File: config.mk
export PLATFORM = sky130hd
export DESIGN_NAME = sdram_timing
export DESIGN_NICKNAME = d
export VERILOG_FILES = /design/src/sdram_pkg.sv /design/src/sdram_timing.sv
export SDC_FILE = /design/constraint.sdc
export NUM_CORES = 1
export LEC_CHECK = 0
export ABC_AREA = 1
export BUFFER_PORTS_ARGS = -buffer_cell sky130_fd_sc_hd__buf_2
export CAP_MARGIN = 20
export CORE_MARGIN = 2
export CORE_UTILIZATION = 50
export CTS_BUF_LIST = sky130_fd_sc_hd__clkbuf_4 sky130_fd_sc_hd__clkbuf_8
export CTS_CLUSTER_DIAMETER = 200
export DETAILED_ROUTE_END_ITERATION = 8
export GPL_TIMING_DRIVEN = 0
export PLACE_DENSITY = 0.77
export REMOVE_ABC_BUFFERS = 1
export SLEW_MARGIN = 30
export SYNTH_ARGS = -nofsm -noshare
export SYNTH_HDL_FRONTEND = slang
export SYNTH_SLANG_ARGS = --single-unit
File: constraint.sdc
create_clock -name CLK -period 3.4 [get_ports CLK]
set_clock_uncertainty 0.1 [all_clocks]
set_input_delay 0.51 -clock CLK [delete_from_list [all_inputs] [get_ports CLK]]
set_output_delay 0.51 -clock CLK [all_outputs]
set_load 0.005 [all_outputs]
File: src/sdram_pkg.sv
`default_nettype none

package sdram_pkg;

	// command codes on the cmd pins
	typedef enum logic [2:0]
	{
		NOOP = 3'd0,
		ACTV = 3'd1,
		READ = 3'd2,
		WRTE = 3'd3,
		PRCH = 3'd4,
		ARSR = 3'd5
	} cmd_t;

	typedef logic [25:0] addr_t;      // client word address
	typedef logic [11:0] row_t;
	typedef logic [1:0]  bank_t;
	typedef logic [11:0] col_t;
	typedef logic [12:0] pin_addr_t;  // device address pins
	typedef logic [13:0] page_t;      // {row, bank} of the open page
	typedef logic [31:0] word_t;      // client data word
	typedef logic [15:0] beat_t;      // one dq beat

	localparam pin_addr_t PIN_ADDR_ALL_BANKS = 13'h0400;  // a10 high, precharge all

	// row on the pins, a10 kept low so no auto-precharge
	function automatic pin_addr_t row_pins(input row_t row);
		return {row[11:10], 1'b0, row[9:0]};
	endfunction

	function automatic pin_addr_t col_pins(input col_t col);
		return {col, 1'b0};  // word column, trailing zero
	endfunction

endpackage

`default_nettype wire

File: src/sdram_timing.sv
`timescale 1ns/1ps
`default_nettype none

module sdram_timing import sdram_pkg::*; (
	input  wire      CLK,
	input  wire      RST,
	input  wire      change_requested,
	input  var cmd_t command,
	input  wire      refresh_strobe,
	output logic     change_possible,
	output cmd_t     state,
	output logic     some_page_active,
	output logic     refresh_time
);

	logic [3:0] counter;       // counts up from the reload value
	logic [3:0] expiry;
	logic       counter_done;  // spacing since last command has elapsed
	logic       state_is_rw;
	logic       miss_beat;     // write recovery still owed before PRCH
	logic       refresh_ack;
	logic       grant;

	// reload value sets the gap to the next different command, 16 - value
	function automatic logic [3:0] reload(input cmd_t c);
		case (c)
			ARSR: return 4'h3;     // 13 cycles
			ACTV: return 4'hc;     // 4 cycles
			READ: return 4'hc;
			WRTE: return 4'hb;     // 5 cycles
			default: return 4'hb;  // PRCH
		endcase
	endfunction

	assign change_possible = counter_done || (state_is_rw && (command == state));
	assign refresh_time = refresh_ack ^ refresh_strobe;
	assign grant = change_possible && change_requested && (command != NOOP);
	assign expiry = {3'b111, miss_beat && (command == PRCH)};  // one extra beat after a write

	always_ff @(posedge CLK)
	begin
		if (!RST)
		begin
			counter <= 4'hc;
			counter_done <= 1'b0;
			state <= PRCH;
			state_is_rw <= 1'b0;
			some_page_active <= 1'b0;
			miss_beat <= 1'b0;
			refresh_ack <= refresh_strobe;
		end
		else if (grant)
		begin
			counter <= reload(command);
			counter_done <= 1'b0;
			state <= command;
			state_is_rw <= (command == READ) || (command == WRTE);
			if (command == ACTV)
				some_page_active <= 1'b1;
			if (command == PRCH)
				some_page_active <= 1'b0;
			if (command == WRTE)
				miss_beat <= 1'b1;
			if (command == ARSR)
				refresh_ack <= refresh_strobe;  // refresh served
		end
		else if (!counter_done)
		begin
			counter <= counter + 1'b1;
			if (counter >= expiry)
			begin
				counter_done <= 1'b1;
				miss_beat <= 1'b0;
			end
		end
	end

	a_state_legal: assert property (@(posedge CLK) disable iff (!RST)
		state inside {ACTV, READ, WRTE, PRCH, ARSR})
		else $error("timing state holds an illegal command code");

	// the sequencer must only open a row or refresh with all banks closed
	a_closed_for_actv: assert property (@(posedge CLK) disable iff (!RST)
		(grant && (command inside {ACTV, ARSR})) |-> !some_page_active)
		else $error("ACTV or ARSR granted while a page is open");

endmodule

`default_nettype wire

Yosys cells after proc, flatten, opt, wreduce, memory -nomap -nowiden
Cells that the tools add are included.
{"block": "classes", "order_cmp": 1, "n_bitwise": 2, "n_eq_ne": 10, "add_sub_neg": 1, "n_reduce_logical": 14, "muxes": 14}
{"op": "1-bit 2-to-1 mux", "n": 11}
{"op": "4-bit 2-to-1 mux", "n": 2}
{"op": "2-bit by 1-bit != test with 1-bit output (second input constant)", "n": 4}
{"op": "4-bit one-hot mux with 2 select lines", "n": 1}
{"op": "3-bit by 2-bit == test with 1-bit output (second input constant)", "n": 2}
{"op": "3-bit == test (second input constant)", "n": 2}
{"op": "4-bit by 1-bit adder with 4-bit output (second input constant)", "n": 1}
{"op": "4-bit greater-or-equal comparator", "n": 1}
{"op": "1-bit logical AND", "n": 4}
{"op": "2-bit AND reduction", "n": 2}
{"op": "2-bit nonzero test", "n": 2}
{"op": "2-bit OR reduction", "n": 2}
{"op": "3-bit by 1-bit == test with 1-bit output (second input constant)", "n": 1}
{"op": "3-bit == test", "n": 1}
{"op": "3-bit AND reduction", "n": 1}
{"op": "3-bit nonzero test", "n": 1}
{"op": "1-bit logical OR", "n": 2}
{"op": "1-bit NOT", "n": 1}
{"op": "1-bit bitwise XOR", "n": 1}
{"block": "totals", "ff_bits": 12, "out_inout_bits": 6}

Depth between registers and ports, before layout
{"block": "logic_depth", "word_depth": 7, "depth_mapped": 13}

Worst setup path after synthesis
OpenSTA, ideal clock, no wires.
{"block": "synth_timing", "path_kind": "in2reg", "startpoint": "input port command[1]", "endpoint": "register refresh_ack (enable)", "t_arrival_ns": 1.260, "path_buffers": 1, "t_required_ns": 3.007, "stages": 11, "setup_slack_ns": 1.747, "setup_time_ns": 0.293, "cell_sequence": "buf_4 > inv_2 > nand2_1 > nand2_1 > nor2_1 > nand2_1 > nand2_4 > nand2_2 > inv_1 > nand2_1 > nand2_1"}
{"block": "synth_via", "elab_chain_cells": 7, "elab_cells_between_ends": 10, "classes_between": "eq/ne (4); reduce/logical (6)"}
{"element": "start, declared", "line_no": "sdram_timing.sv:8", "source": "input var cmd_t command,"}
{"element": "3-bit == test", "line_no": "sdram_timing.sv:35", "source": "assign change_possible = counter_done || (state_is_rw && (command == state));"}
{"element": "1-bit logical AND", "line_no": "sdram_timing.sv:35"}
{"element": "1-bit logical OR", "line_no": "sdram_timing.sv:35"}
{"element": "net change_possible", "line_no": "sdram_timing.sv:10", "source": "output logic change_possible,"}
{"element": "1-bit logical AND (2 in a row)", "line_no": "sdram_timing.sv:37", "source": "assign grant = change_possible && change_requested && (command != NOOP);"}
{"element": "2-bit by 1-bit != test with 1-bit output (no source line)"}
{"element": "2-bit AND reduction (no source line)"}
{"element": "end signal, assigned", "line_no": "sdram_timing.sv:50", "source": "refresh_ack <= refresh_strobe;"}
{"element": "end signal, assigned", "line_no": "sdram_timing.sv:65", "source": "refresh_ack <= refresh_strobe;"}
{"element": "end, declared", "line_no": "sdram_timing.sv:21", "source": "logic refresh_ack;"}
The timed path passes the listed nets, and every way through them passes these cells.
A chain may end at the register's enable or synchronous reset.

Final worst setup path
{"block": "layout_timing", "startpoint": "input port command[2]", "endpoint": "output port change_possible"}
{"block": "layout_via", "elab_chain_cells": 3}
{"element": "3-bit == test", "line_no": "sdram_timing.sv:35"}
{"element": "1-bit logical AND", "line_no": "sdram_timing.sv:35"}
{"element": "1-bit logical OR", "line_no": "sdram_timing.sv:35"}
{"element": "end, declared", "line_no": "sdram_timing.sv:10"}
Every way passes these cells.

==> results.md <==
- WP data arrival: 1.22 ns
- Maximum clock rate: 547.1 MHz
- CP Class: input pin to output pin
- Unique masters post-synth: 21
- Count leader, synth: nand2_1
- Most used cell, CP: nand2_1
- Xor and xnor area share after synthesis: 3.652%
- Synth Instances: 112
- Worst path max stage delay: 0.13 ns
- Port-buffer cells: 12
- Synth area leader: dfxtp_1
- Ports: 13
- Wire length per cell: 10.23 um
- CTS tree: yes
- Vias per std cell: 4.886
- Hold_sp: refresh_strobe
- Initial DRC Count: 15
- Core area: 1318 sq um
- Die height: 41.93 um
- Total Nets Final: 135
- Overall Global Routing Usage: 19.26%
- Clock Tree Root: clkbuf_4
- Clock transition at path regs: 0.07 ns
- Worst reg2reg startpoint: state[0]
- Simple-gate share of the synthesized area: 35.30%
- Leak pwr: 0.4473 nW
- Worst path cell trace: buf_2, inv_2, nand2_1, nand2_1, nor2_1, nand2_1, nand2_4, buf_2
- Fin. max-slew vios: 0
- Largest family of logic cells by synthesized area: simple AND/OR/NAND/NOR gates
- Clk_lat worst skew: 0.27 ns
- Clock share of power: 19.0%
- Reg2reg setup slack: 1.74 ns
- Worst Path Buf+Inv: 3
- FF-to-FF path depth: 10
- CP Launch Point: command[2]
- Setup TNS: 0 ns
- Max-capacitance violation count: 0
- RSZ-0062 raised after global routing: false
- Peak VDD IR: 0.0003389 V
- CP Depth: 8
- Num CTS Buffers: 3
- Combinational Power Share: 39.2%
- Total Wirelength: 1432 um
- Gpl congestion: 0.8419
- Reg power frac: 41.8%
- Share of cells above drive strength 1: 18.40%
- Top cell type's share of synthesized area: 30.61%
- Worst min path class: input pin to register
- Num rows: 13
- Hold Crit Depth: 1
- Worst Hold Path EP: refresh_ack
- Syn Area/Cell: 6.424 sq um
- Die Width: 41.93 um
- Asr flop ratio synth: 0%
- Final hold vios: 0
- Shortest period the worst path allows: 1.828 ns
- Slew headroom: 83.92%
- Hold buffer count at CTS: 0
- Fin cells: 140
- Post-synth EDFFs: 1
- Startpoint Class: input pin
- Synthesized cell area: 719.4 sq um
- Area grow syn2layout: 12.00%
- Mux contribution to synthesized area: 0%
- DRT antenna net count: 0
- Critical path endpoint category: output pin
- Slowest CP cell: inv_2
- Post_cts resized: 0
- Complex-gate fraction of the synthesized area: 10.26%
- DRC: 0
- Crit-path max FO: 9
- Vias in the first global route: 614
- Final setup violation count: 0
- CTS sink count: 12
- Post-DP HPWL: 1074 um
- Worst Max-Slew Pin Slew: 0.2412 ns
- Synthesis Warnings: 0
- Post-synthesis sequential area ratio: 34.78%
- Family with the most delay on the worst path: buffers and inverters
- Die area: 1758 sq um
- Vias: 684
- Clk buf depth: 2
- Diodes inserted: 0
- Final Cell Area: 805.8 sq um
- Initial Util: 54.61%
- First-pass GRT wire length: 2566 um
- Pre-antenna DRT Iters: 4
- Switching portion of total power: 38.88%
- Reg2reg end: refresh_ack
- Placed cell area: 775.7 sq um
- Post-CTS Repair Setup Buffers: 0
- Synth Flop Type: dfxtp_1
- NetSw: 0.2012 mW
- Grt total ovfl: 0
- Synth cell count leaders: 34 x nand2_1, 15 x nor2_1, 14 x inv_1, 11 x dfxtp_1, 7 x nand3_1
- Int Pwr: 0.3163 mW
- Synth top area cells: dfxtp_1 31%, nand2_1 18%, nor2_1 7.8%, inv_1 7.3%, nand3_1 4.9%
- # placed instances: 136
- Final Total Pwr: 0.5175 mW
- Status: finished clean
- H-Tree Depth: 1
- Synthesized flop and latch total: 12
- Core Util, Final: 61.16%
- Post-Synth Adder-Cell Area: 3.478%
- WP data required: 2.79 ns
- Pwr/cell area: 642.2 nW/um^2
- Fin crit share: 53.76%
- Initial antenna violation count: 0
- Pin count of the biggest net entering global routing: 14
## sequential cells by signal, indices dropped and copies added, names as in the netlist
name / flops
counter: 4
counter_done: 1
miss_beat: 1
refresh_ack: 1
some_page_active: 1
state: 3
state_is_rw: 1
## cells in the final DEF (no fill, tap or decap), drive strengths merged
master	n
ha	2
nand2	36
nand3	7
dfxtp	11
nor2	15
a21oi	4
o21bai	1
nor3	1
inv	18
xor2	3
o211ai	1
o21ai	7
buf	12
clkbuf	4
edfxtp	1
nand4	2
## how the worst max path moves through the flow
| stage | endpoint |
|---|---|
| final | change_possible |
| after floorplan | refresh_ack |
| after global placement | refresh_ack |
| after CTS | change_possible |
| after global routing | change_possible |
| after detailed placement | refresh_ack |
## through the flow
stage | worst slack (ns) | hold WS [ns]
after global routing | 1.463 | 0.3205
final | 1.572 | 0.3362
after floorplan | 1.746 | 0.3387
after detailed placement | 1.430 | 0.3523
after global placement | 1.454 | 0.3497
after CTS | 1.572 | 0.3318
## power groups by stage
stage | clock [mW] | combinational [mW] | sequential [mW]
floorplan | 0 | 0.154 | 0.210
global placement | 0 | 0.196 | 0.217
detailed placement | 0 | 0.202 | 0.219
global route | 0.111 | 0.236 | 0.221
finish | 0.0984 | 0.203 | 0.216
CTS | 0.103 | 0.203 | 0.216
## final cells by class
cell class / instances / area, sq um
tap: 15 / 18.77
multi-input combinational: 79 / 379.1
inverter: 18 / 67.56
timing repair buffer: 12 / 60.06
sequential: 12 / 250.2
fill: 122 / 511.7
clock buffer: 4 / 30.03
## cells by family (layout without fill, tap and decap cells)
logic type / Yosys count / count (layout)
and+or+nand+nor: 61 / 61
buffers and inverters: 21 / 34
AOI/OAI and AO/OA: 13 / 13
DFF: 12 / 12
xor gates and xnor gates: 3 / 3
adders and majority gates: 2 / 2
## per-layer routing
metal	up-vias	track usage [%]	wire [um]
met1	293	23.94	673
met2	14	30.31	668
met3	2	6.522	72
met5	-	0	0
li1	375	-	-
met4	0	7.742	17
Power figures use the tool's default switching activity.
