`config.mk`:
```
export PLATFORM = sky130hd
export DESIGN_NAME = sdram_refresh_timer
export DESIGN_NICKNAME = d
export VERILOG_FILES = /design/src/sdram_refresh_timer.sv
export SDC_FILE = /design/constraint.sdc
export NUM_CORES = 1
export LEC_CHECK = 0
export BUFFER_PORTS_ARGS = -buffer_cell sky130_fd_sc_hd__buf_2
export CORE_AREA = 2 2 40 42
export CTS_CLUSTER_DIAMETER = 150
export DETAILED_ROUTE_END_ITERATION = 7
export DIE_AREA = 0 0 42 44
export GPL_TIMING_DRIVEN = 1
export HOLD_SLACK_MARGIN = 0.02
export SETUP_SLACK_MARGIN = 0.2
export SYNTH_ARGS = -nofsm -noshare
export SYNTH_HDL_FRONTEND = slang
export SYNTH_SLANG_ARGS = --single-unit
```
`constraint.sdc`:
```
create_clock -name CLK -period 1.8 [get_ports CLK]
set_input_delay 0.18 -clock CLK [delete_from_list [all_inputs] [get_ports CLK]]
set_output_delay 0.18 -clock CLK [all_outputs]
set_load 0.02 [all_outputs]
```
`src/sdram_refresh_timer.sv`:
```
`timescale 1ns/1ps
`default_nettype none

module sdram_refresh_timer #(
	parameter int REFRESH_PERIOD = 390
) (
	input  wire  CLK,
	input  wire  RST,
	output logic refresh_strobe
);

	localparam int CNT_W = $clog2(REFRESH_PERIOD);

	logic [CNT_W-1:0] count;  // cycles left in this period

	// the strobe is a level toggle, the timing block compares it
	// with its own acknowledge bit, so a request waits until served
	always_ff @(posedge CLK)
	begin
		if (!RST)
		begin
			count <= CNT_W'(REFRESH_PERIOD - 1);
			refresh_strobe <= 1'b0;
		end
		else if (count == '0)
		begin
			count <= CNT_W'(REFRESH_PERIOD - 1);  // reload
			refresh_strobe <= ~refresh_strobe;
		end
		else
		begin
			count <= count - 1'b1;
		end
	end

endmodule

`default_nettype wire

```
== After elaboration in Yosys (flattened, before gate mapping) ==
Index checks and enable logic that the tools add are counted.
Cells by class
  bitwise operators: 2
  $add $sub $neg: 1
  reductions and logical operators: 2
Operators by type and width (count)
  $logic_not 9->1: 1
  $sub 9x1->9 const B: 1
  $not 1->1: 2
  $reduce_or 2->1: 1
Word-level totals
  logic and storage cells: 7
  register bits: 10
  output and inout port bits: 1
  bits of input ports: 2

== Depth between registers and ports, before layout ==
Gate-level depths: netlist of the first run.
  word-level depth: 2
  depth in mapped cells: 6

== Least setup slack after synthesis of the first run ==
No wires, ideal clock.
  path kind: register -> register
  start: register count[3]
  end: register refresh_strobe
  setup slack: 126 ps
  required time: 1730 ps
  buffers on the path: 1
  data arrival time: 1604 ps
  cell stages (with the launch flop): 5
  cell sequence: dfxtp_1 > or4_1 > buf_2 > or4_1 > a21oi_1
On the way
  cells in the longest elaborated chain, start to end: 1
RTL lines
  start: declaration: line 14  | logic [CNT_W-1:0] count;
  start signal: assignment: line 22  | count <= CNT_W'(REFRESH_PERIOD - 1);
  start signal: assignment: line 27  | count <= CNT_W'(REFRESH_PERIOD - 1);
  start signal: assignment: line 32  | count <= count - 1'b1;
  $logic_not 9->1: line 25  | else if (count == '0)
  end signal: assignment: line 28  | refresh_strobe <= ~refresh_strobe;
  end: declaration: line 9  | output logic refresh_strobe
Every way passes these cells.
A chain may end at the register's enable or synchronous reset.

== Final worst setup path of the first run ==
Ends and elaborated chain as after synthesis.

==> results of run 1 <==
==> through the flow <==
step                hold slack [ns]  instance area (um2)  instances  power (mW)  setup WS [ns]
global placement             0.3996                474.2         66      0.2957         0.1574
finish                       0.1578                521.8         70      0.4503         0.2121
floorplan                    0.2518                455.4         50      0.2921         0.1914
global route                 0.1461                521.8         70      0.4875         0.1694
detailed placement           0.3979                474.2         66      0.2972         0.1169
CTS                          0.1462                500.5         69      0.4590         0.2079
==> layout make-up <==
| class | instances | share of cell area (%) |
|---|---|---|
| Clock buffer | 3 | 4.317 |
| Inverter | 3 | 2.158 |
| Multi-Input combinational cell | 34 | 45.80 |
| Sequential cell | 10 | 39.09 |
| Tap cell | 16 | 3.837 |
| Timing Repair Buffer | 4 | 4.796 |
==> power breakdown <==
part           internal [mW]  switching [mW]  total [mW]  leakage [nW]
sequential             0.233          0.0113       0.245        0.0825
combinational         0.0294          0.0272      0.0566         0.110
clock                 0.0770          0.0721       0.149        0.0138
==> registers in the layout (all words and copies together) (netlist names) <==
register        flops
refresh_strobe      1
count               9
==> timing repair <==
item,in CTS,in global routing
endpoints found under the setup margin,2,4
setup buffers,0,1
resized for setup,1,4
pin swaps,0,2
==> critical path, stage by stage, from the launching register on <==
cell and delay [ns]:
dfxtp_4 0.36, or4_4 0.56, or4_1 0.48, a21oi_1 0.12
==> final timing paths <==
path / start / endpoint / slack, ns / cells after the start
max: count[3] / refresh_strobe / 0.21 / 3
min: RST / count[2] / 0.16 / 2
max reg2reg: count[3] / refresh_strobe / 0.21 / 3
min reg2reg: count[0] / count[0] / 0.41 / 1
==> placed cells by master (no fill, tap or decap), drive strengths merged <==
cell    count
nand2       2
nor2b       1
o31a        1
inv         3
dfxtp      10
nor2        4
o21ai       3
xor2        1
ha          1
nand3       1
clkbuf      3
o21bai      1
or2         1
nand2b      2
a21oi       3
buf         4
or4b        1
or4         4
o31ai       4
o311ai      1
o211ai      1
or3         2
==> cells by family after synthesis <==
logic type                 after synthesis
buffers and inverters                    6
adders and majority gates                1
and+or+nand+nor                         18
xor gates and xnor gates                 1
AOI/OAI and AO/OA                       14
DFF                                     10
==> layer usage <==
layer / up-vias / part of all wire [%] / track usage [%]
li1: 193 / - / -
met1: 166 / 47 / 12.98
met2: 6 / 47 / 17.19
met3: 2 / 4.5 / 7.917
met4: 0 / 1.2 / 9.032
met5: - / 0 / 0
==> out/metrics.yaml, run 1 <==
outcome:
  status: "completed"
power_and_ir_drop:
  p_leak_nw: 0.2059
  irDropWorstVdd_uv: 531.5
  cellPowerDensity_nw_per_um2: 863.0
setup_path:
  worstSetupEndpointType: "register"
  critical_path.startpoint_type: "register"
  path_class: "reg2reg"
  crit_fanout: 8
  cp.arrival_ns: 1.79
  crit_required_ns: 2.00
floorplanning:
  std_cell_rows: 14
  die_w_um: 42
  start_util_pct: 31.57
  dieHeight_um: 44
  ios: 3
  fp.coreArea_um2: 1419
  die_area_um2: 1848
timing:
  clock.fmax_ghz: 0.6298
  worst_pin_slew_ns: 0.2568
  hold_viol: 0
  finalCritPeriodShare_pct: 88.22
  min_period_ns: 1.588
  rsz0062_at_grt: "yes"
  slew-limit-headroom_pct: 82.66
  finalSetupViolCount: 0
  fin_tns_setup_ns: 0
  final_max_slew_viol_count: 0
  skew_ns: 0.008535
yosys:
  synth_compound_area_share_pct: 20.95
  yosysTopAreaCellShare_pct: 44.69
  synth-edff-count: 0
  syn_area_um2: 447.9
  synth.top_cells.by_area: "dfxtp_1, o31ai_1, or4_2, a21oi_1, nor2_1"
  netlist-cell-type-count: 26
  synth-seq-cells: 10
  ys.flop_type: "dfxtp_1"
  synth.most_common_cell: "dfxtp_1"
  synthesis.nets: 53
  synth_top_area_cell: "dfxtp_1"
  synth-async-reset-ratio_pct: 0
  synth_fa_ha_area_share_pct: 2.793
  synth_common_cells: "dfxtp_1, nor2_1, o31ai_1, a21oi_1, inv_1"
  seq_area_frac_synth_pct: 44.69
  synth_top_family_by_area: "simple AND/OR/NAND/NOR gates"
  syn_inst: 50
  yosys_warnings: 0
  synth_mux_area_share_pct: 0
  synth-xor-area-share_pct: 1.955
  yosys.area_share.simple_pct: 24.30
  synth_area_per_cell_um2: 8.959
detailed_routing:
  viasPerCell: 5.243
  drt_wl_total_um: 822
  drt-wirelength-per-cell_um: 11.74
  dr.first_iter.drc_count: 3
  num_vias: 367
  firstDrtPassIters: 2
  drcViolationCount: 0
  ant_nets: 0
placement:
  gp_congestion: 0.6918
  port-buffer-count: 2
grt:
  grt_pass1_wl_um: 1552
  grt_max_degree: 11
  grtUsageTotal_pct: 12.16
  grt_pass1_vias: 375
  grt_antenna_before_repair: 0
  overflow: 0
final_layout:
  final-seq-area_um2: 203.9
  fin_nets: 59
  drive_gt1_share_pct: 27.78
  nFillCells: 150
  multiInputGateArea_um2: 239.0
  area_growth_pct: 16.48
  final_core_util_pct: 36.77
  antenna_cells: 0
hold_path:
  hp-class: "in2reg"
clocking:
  holdBufCountCts: 0
  cts-root-buf: "clkbuf_4"
  clk_latency_ns: 0.27
  clock_sinks: 10
  htreeDepth: 1
  clkTransAtPathRegs_ns: 0.06
  cts_buffer_depth: 2
  cts_buffers: 3
  cts_tree: "done"
flow_run:
  drv_cap: 0
No activity file was read; power rests on OpenSTA's default activity.
==> run 2: changes to the inputs <==
- PLACE_DENSITY: default -> 0.53
==> out/metrics.yaml, run 2 (synthesis results as in run 1) <==
floorplanning:
  ios: 3  # unchanged
  fp.coreArea_um2: 1419  # unchanged
  start_util_pct: 31.57  # unchanged
  die_area_um2: 1848  # unchanged
  std_cell_rows: 14  # unchanged
  dieHeight_um: 44  # unchanged
  die_w_um: 42  # unchanged
final_layout:
  drive_gt1_share_pct: 27.78  # unchanged
  stdcell_area_um2: 515.5  # was 521.8 um2
  antenna_cells: 0  # unchanged
  fin_nets: 59  # unchanged
  final_cell_mix: "dfxtp_1, nor2_1, o31ai_1"  # unchanged
  layout_commonest_cell: "dfxtp_1"  # unchanged
  area_growth_pct: 15.08  # was 16.48%
  largestRegisters: "count x9, refresh_strobe x1"  # unchanged
  largest_register_ffs: 9  # unchanged
  top_register: "count"  # unchanged
  instances_no_fill: 70  # unchanged
  final_core_util_pct: 36.33  # was 36.77%
clocking:
  clock_sinks: 10  # unchanged
  htreeDepth: 1  # unchanged
  holdBufCountCts: 0  # unchanged
  cts_buffer_depth: 2  # unchanged
  cts-root-buf: "clkbuf_4"  # unchanged
  clkTransAtPathRegs_ns: 0.07  # was 0.06 ns
  cts_tree: "done"  # unchanged
  clk_latency_ns: 0.26  # was 0.27 ns
  cts_buffers: 3  # unchanged
power_and_ir_drop:
  switching_power_mw: 0.1151  # was 0.1107 mW
  clockPowerShare_pct: 33.5  # was 33.1%
  combPwrFrac_pct: 12.9  # was 12.6%
  p_leak_nw: 0.2063  # was 0.2059 nW
  cellPowerDensity_nw_per_um2: 886.2  # was 863.0 nW/um2
  p_int_mw: 0.3417  # was 0.3396 mW
  p_sw_share_pct: 25.21  # was 24.58%
  irDropWorstVdd_uv: 301.7  # was 531.5 uV
  p_seq_share_pct: 53.6  # was 54.3%
  power.total_mw: 0.4568  # was 0.4503 mW
timing:
  worst_pin_slew_ns: 0.2792  # was 0.2568 ns
  final_max_slew_viol_count: 0  # unchanged
  rsz0062_at_grt: "yes"  # unchanged
  skew_ns: 0.007330  # was 0.008535 ns
  clock.fmax_ghz: 0.6336  # was 0.6298 GHz
  fin_tns_setup_ns: 0  # unchanged
  min_period_ns: 1.578  # was 1.588 ns
  slew-limit-headroom_pct: 81.15  # was 82.66%
  hold_viol: 0  # unchanged
  finalSetupViolCount: 0  # unchanged
  finalCritPeriodShare_pct: 87.68  # was 88.22%
detailed_routing:
  dr.first_iter.drc_count: 5  # was 3
  num_vias: 369  # was 367
  drcViolationCount: 0  # unchanged
  ant_nets: 0  # unchanged
  drt-wirelength-per-cell_um: 11.66  # was 11.74 um
  drt_wl_total_um: 816  # was 822 um
  firstDrtPassIters: 3  # was 2
  viasPerCell: 5.271  # was 5.243
setup_path:
  cp.arrival_ns: 1.78  # was 1.79 ns
  path_class: "reg2reg"  # unchanged
  cp_slowest_stage_delay_ns: 0.57  # was 0.56 ns
  rrSetupSlack_ns: 0.22  # was 0.21 ns
  r2r-start: "count[3]"  # unchanged
  critical_path.startpoint_type: "register"  # unchanged
  crit_required_ns: 2.00  # about the same
  critPathSlowestCell: "or4_4"  # unchanged
  r2r_end: "refresh_strobe"  # unchanged
  crit_fanout: 7  # was 8
  worstSetupEndpointType: "register"  # unchanged
  path_cells: "or4_4 > or4_1 > a21oi_1"  # unchanged
  r2r_cells: 3  # unchanged
placement:
  placed_cells: 66  # unchanged
  place_hpwl_um: 561.4
  port-buffer-count: 2  # unchanged
  gp_congestion: 0.6657  # was 0.6918
  placed_cell_area_um2: 474.2  # unchanged
hold_path:
  hp-class: "in2reg"  # unchanged
  hold_path_startpoint: "RST"  # unchanged
  min_to: "count[2]"  # unchanged
  hold_depth: 2  # unchanged
grt:
  grt_pass1_wl_um: 1462  # was 1552 um
  grt_pass1_vias: 360  # was 375
  grt_antenna_before_repair: 0  # unchanged
  overflow: 0  # unchanged
  grt_max_degree: 11  # unchanged
  grtUsageTotal_pct: 10.57  # was 12.16%
outcome:
  status: "completed"  # unchanged
flow_run:
  drv_cap: 0  # unchanged
[run 2: cell type report]
| class | instances | area [um2] |
|---|---|---|
| clock buffer | 3 | 22.52 |
| fill | 160 | 903.4 |
| inverter | 3 | 11.26 |
| multi-input combinational | 34 | 235.2 |
| sequential | 10 | 201.4 |
| tap | 16 | 20.02 |
| timing repair buffer | 4 | 25.02 |
[run 2: critical path, delay by kind of cell (launching register included)]
kind	cells	cell delay, ns
flip-flops	1	0.35
AO/OA/AOI/OAI	1	0.13
AND/OR/NAND/NOR	2	1.04
[run 2: layer usage]
metal | track usage [%] | share of wire [%] | vias to the layer above
li1 | - | - | 191
met1 | 13.42 | 52 | 168
met2 | 15.63 | 42 | 5
met3 | 2.500 | 3.3 | 5
met4 | 7.742 | 2.8 | 0
met5 | 0 | 0 | -
[run 2: metrics by stage]
stage               setup WS [ns]  hold slack, ns
floorplan                  0.1914          0.2518
global placement           0.1541          0.3975
detailed placement         0.1345          0.3997
CTS                        0.2178          0.1544
global route               0.1632          0.1668
finish                     0.2217          0.1606
[run 2: power by group through the flow]
stage | logic (mW) | registers, mW | clock network (mW)
finish | 0.0590 | 0.245 | 0.153
global route | 0.0664 | 0.247 | 0.163
CTS | 0.0515 | 0.244 | 0.153
detailed placement | 0.0480 | 0.249 | 0
global placement | 0.0474 | 0.249 | 0
floorplan | 0.0455 | 0.247 | 0
[run 2: what timing repair did]
action	CTS	global route
pin swaps	0	1
setup endpoints to repair	2	3
buffers inserted	0	1
resized for setup	1	2
[run 2: how the worst max path moves through the flow]
stage          depth (start not counted)             end     start
2_1_floorplan                          4  refresh_strobe  count[3]
3_3_place_gp                           3  refresh_strobe  count[3]
3_5_place_dp                           3  refresh_strobe  count[3]
4_1_cts                                3  refresh_strobe  count[3]
5_1_grt                                3  refresh_strobe  count[3]
6_report                               3  refresh_strobe  count[3]
