File: src/sdram_pkg.sv
`default_nettype none

package sdram_pkg;

	// command codes on the cmd pins
	typedef enum logic [2:0]
	{
		NOOP = 3'd0,
		ACTV = 3'd1,
		READ = 3'd2,
		WRTE = 3'd3,
		PRCH = 3'd4,
		ARSR = 3'd5
	} cmd_t;

	typedef logic [25:0] addr_t;      // client word address
	typedef logic [11:0] row_t;
	typedef logic [1:0]  bank_t;
	typedef logic [11:0] col_t;
	typedef logic [12:0] pin_addr_t;  // device address pins
	typedef logic [13:0] page_t;      // {row, bank} of the open page
	typedef logic [31:0] word_t;      // client data word
	typedef logic [15:0] beat_t;      // one dq beat

	localparam pin_addr_t PIN_ADDR_ALL_BANKS = 13'h0400;  // a10 high, precharge all

	// row on the pins, a10 kept low so no auto-precharge
	function automatic pin_addr_t row_pins(input row_t row);
		return {row[11:10], 1'b0, row[9:0]};
	endfunction

	function automatic pin_addr_t col_pins(input col_t col);
		return {col, 1'b0};  // word column, trailing zero
	endfunction

endpackage

`default_nettype wire

File: src/sdram_cmd_seq.sv
`timescale 1ns/1ps
`default_nettype none

module sdram_cmd_seq import sdram_pkg::*; #(
	parameter int ACTV_HOLD = 4
) (
	input  wire       CLK,
	input  wire       RST,
	input  var addr_t address_req,
	input  wire       we,
	input  wire       do_act,
	input  wire       change_possible,
	input  wire       some_page_active,
	input  wire       refresh_time,
	output cmd_t      command,
	output logic      change_requested,
	output logic      command_latched,
	output cmd_t      cmd,
	output pin_addr_t pin_addr,
	output bank_t     bank
);

	localparam int HOLD_W = $clog2(ACTV_HOLD + 1);

	row_t  req_row;
	bank_t req_bank;
	col_t  req_col;
	page_t page_current;    // row and bank of the open page
	cmd_t  command_buf;     // next step when there is no page hit
	cmd_t  rw_command;
	logic  page_hit;
	logic  step_req;
	logic  rw_last;         // read or write latched last cycle
	logic  refresh_time_q;
	logic  hold_done;
	logic [HOLD_W-1:0] open_cnt;  // cycles since the page opened

	assign req_row  = address_req[25:14];
	assign req_bank = address_req[13:12];
	assign req_col  = address_req[11:0];

	assign rw_command = we ? WRTE : READ;
	assign page_hit = some_page_active && !refresh_time &&
		({req_row, req_bank} == page_current);
	// command_buf lags by a cycle, so a fresh refresh waits for it
	assign step_req = (do_act && !refresh_time) || refresh_time_q;
	assign hold_done = (open_cnt == HOLD_W'(ACTV_HOLD));

	assign command = page_hit ? rw_command : command_buf;
	assign change_requested = page_hit ? (do_act && !rw_last) : step_req;
	assign command_latched = page_hit && do_act && !rw_last && change_possible;

	always_ff @(posedge CLK)
	begin
		if (!RST)
		begin
			cmd <= NOOP;
			pin_addr <= PIN_ADDR_ALL_BANKS;
			bank <= '0;
			page_current <= '0;
			command_buf <= PRCH;
			open_cnt <= '0;
			rw_last <= 1'b0;
			refresh_time_q <= 1'b0;
		end
		else
		begin
			refresh_time_q <= refresh_time;
			rw_last <= command_latched;  // keeps two beats between accesses

			if (!some_page_active)
				open_cnt <= '0;
			else if (!hold_done)
				open_cnt <= open_cnt + 1'b1;

			if (some_page_active)
				command_buf <= hold_done ? PRCH : NOOP;
			else if (refresh_time)
				command_buf <= ARSR;
			else
				command_buf <= ACTV;

			if (page_hit)
			begin
				if (command_latched)
				begin
					cmd <= rw_command;
					pin_addr <= col_pins(req_col);
					bank <= req_bank;
				end
				else
					cmd <= NOOP;
			end
			else
			begin
				cmd <= (change_possible && step_req) ? command_buf : NOOP;
				if (some_page_active)
					pin_addr <= PIN_ADDR_ALL_BANKS;  // precharge all banks
				else
				begin
					page_current <= {req_row, req_bank};
					pin_addr <= row_pins(req_row);
					bank <= req_bank;
				end
			end
		end
	end

	// a pending request stays up and unchanged until it is latched
	a_request_held: assert property (@(posedge CLK) disable iff (!RST)
		(do_act && !command_latched) |=> (do_act && $stable(address_req) && $stable(we)))
		else $error("request dropped or changed before command_latched");

endmodule

`default_nettype wire

File: config.mk
export PLATFORM = sky130hd
export DESIGN_NAME = sdram_cmd_seq
export DESIGN_NICKNAME = d
export VERILOG_FILES = /design/src/sdram_pkg.sv /design/src/sdram_cmd_seq.sv
export SDC_FILE = /design/constraint.sdc
export NUM_CORES = 1
export LEC_CHECK = 0
export CORE_UTILIZATION = 25
export DETAILED_ROUTE_END_ITERATION = 6
export DONT_BUFFER_PORTS = 1
export PLACE_DENSITY = 0.48
export SKIP_LAST_GASP = 1
export SYNTH_ARGS = -nofsm -noshare
export SYNTH_HDL_FRONTEND = slang
export SYNTH_SLANG_ARGS = --single-unit
File: constraint.sdc
create_clock -name CLK -period 3.2 [get_ports CLK]
set_clock_uncertainty 0.2 [all_clocks]
set_input_delay 0.16 -clock CLK [delete_from_list [all_inputs] [get_ports CLK]]
set_output_delay 0.16 -clock CLK [all_outputs]
set_load 0.01 [all_outputs]
### Word-level counts from Yosys, hierarchy flattened

Index checks and enable logic that the tools add are counted.

* reductions and logical operators: 14
* bitwise gates (word level): 2
* add/sub/neg operators: 1
* equal/unequal tests: 4
* muxes and demuxes: 15

Operators with widths (number)
* $mux W13: 3
* $mux W3: 6
* $eq A14 B14 Y1: 1
* $logic_and A1 B1 Y1: 8
* $mux W2: 4
* $reduce_and A2 Y1: 3
* $add A3 B1 Y3 const B: 1
* $eq A3 B3 Y1 const B: 1
* $logic_not A1 Y1: 2
* $mux W1: 2
* $ne A2 B1 Y1 const B: 1
* $ne A2 B2 Y1 const B: 1
* $not A1 Y1: 2
* $logic_or A1 B1 Y1: 1

* flip-flop bits (word level): 40
* input bits: 33
* word-level logic and storage cells: 44
* output and inout port bits: 23

### Longest topological paths before layout

* depth after elaboration: 8
* mapped depth: 7
* gate-level depth less buffers: 6

### Worst setup path after synthesis

OpenSTA, ideal clock, no wires.

* kind: register to output
* start: register page_current[4]
* end: output change_requested
* path buffers: 2
* path slack: 1205 ps
* arrival time: 1635 ps
* stages on the path, launching flop included: 7
* required time: 2840 ps
* cell sequence: dfxtp_1 > xnor2_1 > nand4_1 > or4_1 > buf_6 > buf_8 > a22o_1

* longest elaborated chain between the ends: 3

RTL lines
* from (decl): line sdram_cmd_seq.sv:28 `page_t page_current;`
* from (signal assigned): line sdram_cmd_seq.sv:101 `page_current <= {req_row, req_bank};`
* $eq A14 B14 Y1: line sdram_cmd_seq.sv:44 `({req_row, req_bank} == page_current);`
* $logic_and A1 B1 Y1: line sdram_cmd_seq.sv:43 `assign page_hit = some_page_active && !refresh_time &&`
* $mux W1: line sdram_cmd_seq.sv:50 `assign change_requested = page_hit ? (do_act && !rw_last) : step_req;`
* to (decl): line sdram_cmd_seq.sv:16 `output logic change_requested,`

Every way passes these cells.

### Worst setup path in the final report

* start: register page_current[6]
* end: register pin_addr[7]

* longest elaborated chain between the ends: 6
* elaborated cells between the ends (all ways): 7
* those cells by class: eq/ne: 2; mux: 1; reduce/logical: 4

RTL lines
* $eq A14 B14 Y1 *: line sdram_cmd_seq.sv:44
* $logic_and A1 B1 Y1 *: line sdram_cmd_seq.sv:43
* $logic_and A1 B1 Y1 (3 in series): line sdram_cmd_seq.sv:51 `assign command_latched = page_hit && do_act && !rw_last && change_possible;`
* $ne A2 B2 Y1 (no source line)
* to (signal assigned): line sdram_cmd_seq.sv:88 `pin_addr <= col_pins(req_col);`
* to (signal assigned): line sdram_cmd_seq.sv:102 `pin_addr <= row_pins(req_row);`
* to (decl): line sdram_cmd_seq.sv:19 `output pin_addr_t pin_addr,`

Every way passes the cells marked *; elsewhere a longest branch is shown, timed or not.
A chain may end at the register's enable or synchronous reset.

==> parameters.txt <==
Parameter                              Value

Status
  Result of the run    completed

Clock tree
  H-tree depth    2
  Count of hold buffers inserted by post-cts repair    35
  Maximum number of buffers from clock root to sink    2
  Root buffer selected by CTS    sky130_fd_sc_hd__clkbuf_8
  Worst-skew pair later-pin latency    0.29 ns
  Post-CTS setup buffer count    0
  Post-cts gate resize count    0
  Clock-pin transition on the worst setup and hold timing paths    0.07 ns
  CTS tree    yes
  TritonCTS Sinks    39
  Num CTS Buffers    5

Logic synthesis
  Synthesis-stage register bit count    39
  Sequential cell area fraction in the yosys report    43.9%
  Main flop type after synthesis    sky130_fd_sc_hd__dfxtp_1
  Average cell area after synthesis    8.72 sq um
  Cell variety after synth    33
  Cell types with the largest area share after synthesis    sky130_fd_sc_hd__dfxtp_1 (44%), sky130_fd_sc_hd__nand2_1 (8.0%), sky130_fd_sc_hd__xnor2_1 (7.4%)
  Synth top area share    43.9%
  Xor/xnor share of the synthesized area    7.39%
  Synthesized netlist cell count    204
  Basic-gate share of the synthesized area counting and, or, nand and nor cells    18.6%
  Adder and majority cell fraction of the synthesized area    1.41%
  Library cell with the highest instance count after synthesis    sky130_fd_sc_hd__dfxtp_1
  Number of warnings reported in the yosys synthesis log    0
  Asr flop ratio synth    0%
  Synthesized Nets    239
  Most frequent cells after synthesis    sky130_fd_sc_hd__dfxtp_1 (39), sky130_fd_sc_hd__nand2_1 (38), sky130_fd_sc_hd__a21oi_1 (16)
  Post-Synthesis Cell Area    1780 sq um
  Synth Area in Compound Gates    20.5%
  Number of enable-type register cells in the synthesized netlist    0
  Cell taking the most area after synthesis    sky130_fd_sc_hd__dfxtp_1
  Portion of netlist area occupied by mux cells    2.25%
  Dominant combinational cell family by area after synthesis    compound AO/OA/AOI/OAI gates

Hold path
  Min-Delay Path Class    in -> reg

Floorplan
  Area enclosed by the die boundary    7450 sq um
  Standard cell core area    6830 sq um
  Starting utilization of the core area    26.0%
  Site Rows    30
  Chip height    86.3 um
  Horizontal extent of the die    86.3 um
  IO Count    56

Timing
  Hold Violations, Final    0
  Total negative slack    0 ns
  Relative max-transition margin    42.8%
  Total count of max-transition violations in the final report    0
  Final Cycle Share    90.7%
  Measured slew at the worst slew-check pin    0.858 ns
  # setup viols final    0
  RSZ-0062 raised after global routing    no
  Min Tclk post-route    2.90 ns
  Worst hold slack    0.0367 ns
  Peak clock frequency supported by timing    344 MHz

GRT
  Gr usage total    14.3%
  Pin count of the biggest net entering global routing    39
  First-pass GRT wire length    8040 um
  Met2 GRT Util    22.5%
  Routing usage on met3    5.05%
  GRT Residual Overflow    0
  Antenna violations before repair    0
  M1 GR Usage    18.5%
  Number of global-route vias before repair    1561
  Most utilized layer in the global route result    met2

Flow run
  Max-capacitance violation count    0

Route
  Routed vias    1555
  DR pass1 iterations    5
  Iter 0 DRT Violations    78
  Detail-routed net length per standard cell    15.3 um
  Total routed wirelength    5050 um
  Count of nets left with antenna violations after detail routing    0
  Average via count per standard cell    4.71
  DRC violations left    0

Layout
  Filler Cell Count    762
  Fraction of layout cells with a size suffix above 1    6.41%
  Net count, final    268
  Multi-input gate area    898 sq um
  # diodes    0
  Area overhead of the layout relative to synthesis    28.9%
  Sequential cell area    781 sq um

Critical path
  Setup CP Type    reg -> reg
  Type of destination of the critical path    flip-flop
  Endpoint required time on the critical path    3.18 ns
  Arrival time of data at the critical path endpoint    2.88 ns
  CP Launch Type    flip-flop
  Max Fanout on Critical Path    18

Pwr
  Part of the power in the clock network    36.1%
  Power density normalized to cell area    445 nW/um^2
  Maximum ir drop on the vdd rail    129 uV
  Power Internal    0.768 mW
  Switching Share    24.7%
  Gate power share    12.3%
  Switching power of the nets    0.252 mW
  Sequential fraction of design power    51.6%
  Static Leakage    0.846 nW

Placed design
  IO buf count    0
  HPWL after DPL    3150 um
  Routability-driven placement congestion ratio    0.790
per-layer routing:
metal | wire length [um] | vias up
met1 | 2320 | 748
li1 | - | 761
met3 | 334 | 7
met5 | 0 | -
met2 | 2340 | 39
met4 | 58 | 0
critical path, stage by stage, from the launching register on:
cell and delay, ns:
sky130_fd_sc_hd__dfxtp_1 0.32, sky130_fd_sc_hd__xnor2_1 0.26, sky130_fd_sc_hd__nand4_1 0.12, sky130_fd_sc_hd__or4_1 0.91, sky130_fd_sc_hd__o31ai_1 0.35, sky130_fd_sc_hd__a21oi_1 0.06
sky130_fd_sc_hd__dlygate4sd3_1 0.57
area by class of cell:
cell class                 count  share of cell area, %
multi-input combinational    146                   39.2
sequential                    39                   34.1
timing repair buffer          37                   16.5
tap                           96                   5.24
clock buffer                   8                   4.37
inverter                       4                  0.655
through the flow:
| step | setup slack (ns) | cells | total power, mW | area [sq um] | util, % |
|---|---|---|---|---|---|
| 2_1_floorplan | 1.21 | 204 | 0.609 | 1780 | - |
| 3_3_place_gp | 0.860 | 286 | 0.616 | 1820 | 26.7 |
| 3_5_place_dp | 0.847 | 286 | 0.618 | 1820 | 26.7 |
| 4_1_cts | 0.318 | 329 | 1.03 | 2280 | 33.4 |
| 5_1_grt | 0.0680 | 330 | 1.07 | 2290 | 33.6 |
| 6_report | 0.297 | 330 | 1.02 | 2290 | 33.6 |
cells in the final DEF (no fill, tap or decap), drive strengths merged:
cell type | synthesis | layout
a21boi | 13 | 13
a21oi | 16 | 16
a22o | 1 | 1
and2 | 3 | 3
and3 | 3 | 3
and3b | 1 | 1
buf | 4 | 2
clkbuf | 11 | 8
dfxtp | 39 | 39
dlygate4sd3 | 0 | 35
ha | 2 | 2
inv | 4 | 4
mux2i | 4 | 4
nand2 | 38 | 38
nand3 | 7 | 7
nand3b | 1 | 1
nand4 | 6 | 6
nor2 | 4 | 4
nor2b | 4 | 4
nor3 | 1 | 1
nor4 | 1 | 1
o211ai | 1 | 1
o21ai | 13 | 13
o31ai | 11 | 11
or4 | 1 | 1
xnor2 | 15 | 15
flip-flops by register name, summed over array words and instances, names as in the netlist:
| signal | count |
|---|---|
| page_current | 14 |
| pin_addr | 13 |
| cmd | 3 |
| open_cnt | 3 |
| bank | 2 |
| command_buf | 2 |
| refresh_time_q | 1 |
| rw_last | 1 |
path summary, 6_finish.rpt:
path | slack (ns) | endpoint | depth (start not counted) | startpoint
hold reg to reg | 0.28 | page_current[8] | 2 | page_current[8]
setup reg to reg | 0.30 | pin_addr[7] | 6 | page_current[6]
hold / removal | 0.04 | cmd[2] | 3 | do_act
setup / recovery | 0.30 | pin_addr[7] | 6 | page_current[6]
power groups by stage:
stage               clock (mW)  combinational (mW)  sequential (mW)
floorplan                    0              0.0745            0.534
global placement             0              0.0788            0.537
detailed placement           0              0.0799            0.538
CTS                      0.375               0.125            0.526
global route             0.405               0.139            0.529
finish                   0.368               0.125            0.527
cell families (layout without fill, tap and decap cells):
| logic type | count (synthesis) | count (layout) |
|---|---|---|
| xor+xnor | 15 | 15 |
| mux | 4 | 4 |
| fa+ha+maj | 2 | 2 |
| buf+inv | 19 | 49 |
| compound gates | 55 | 55 |
| flops | 39 | 39 |
| simple gates | 70 | 70 |
(Power assumes the default switching activity.)
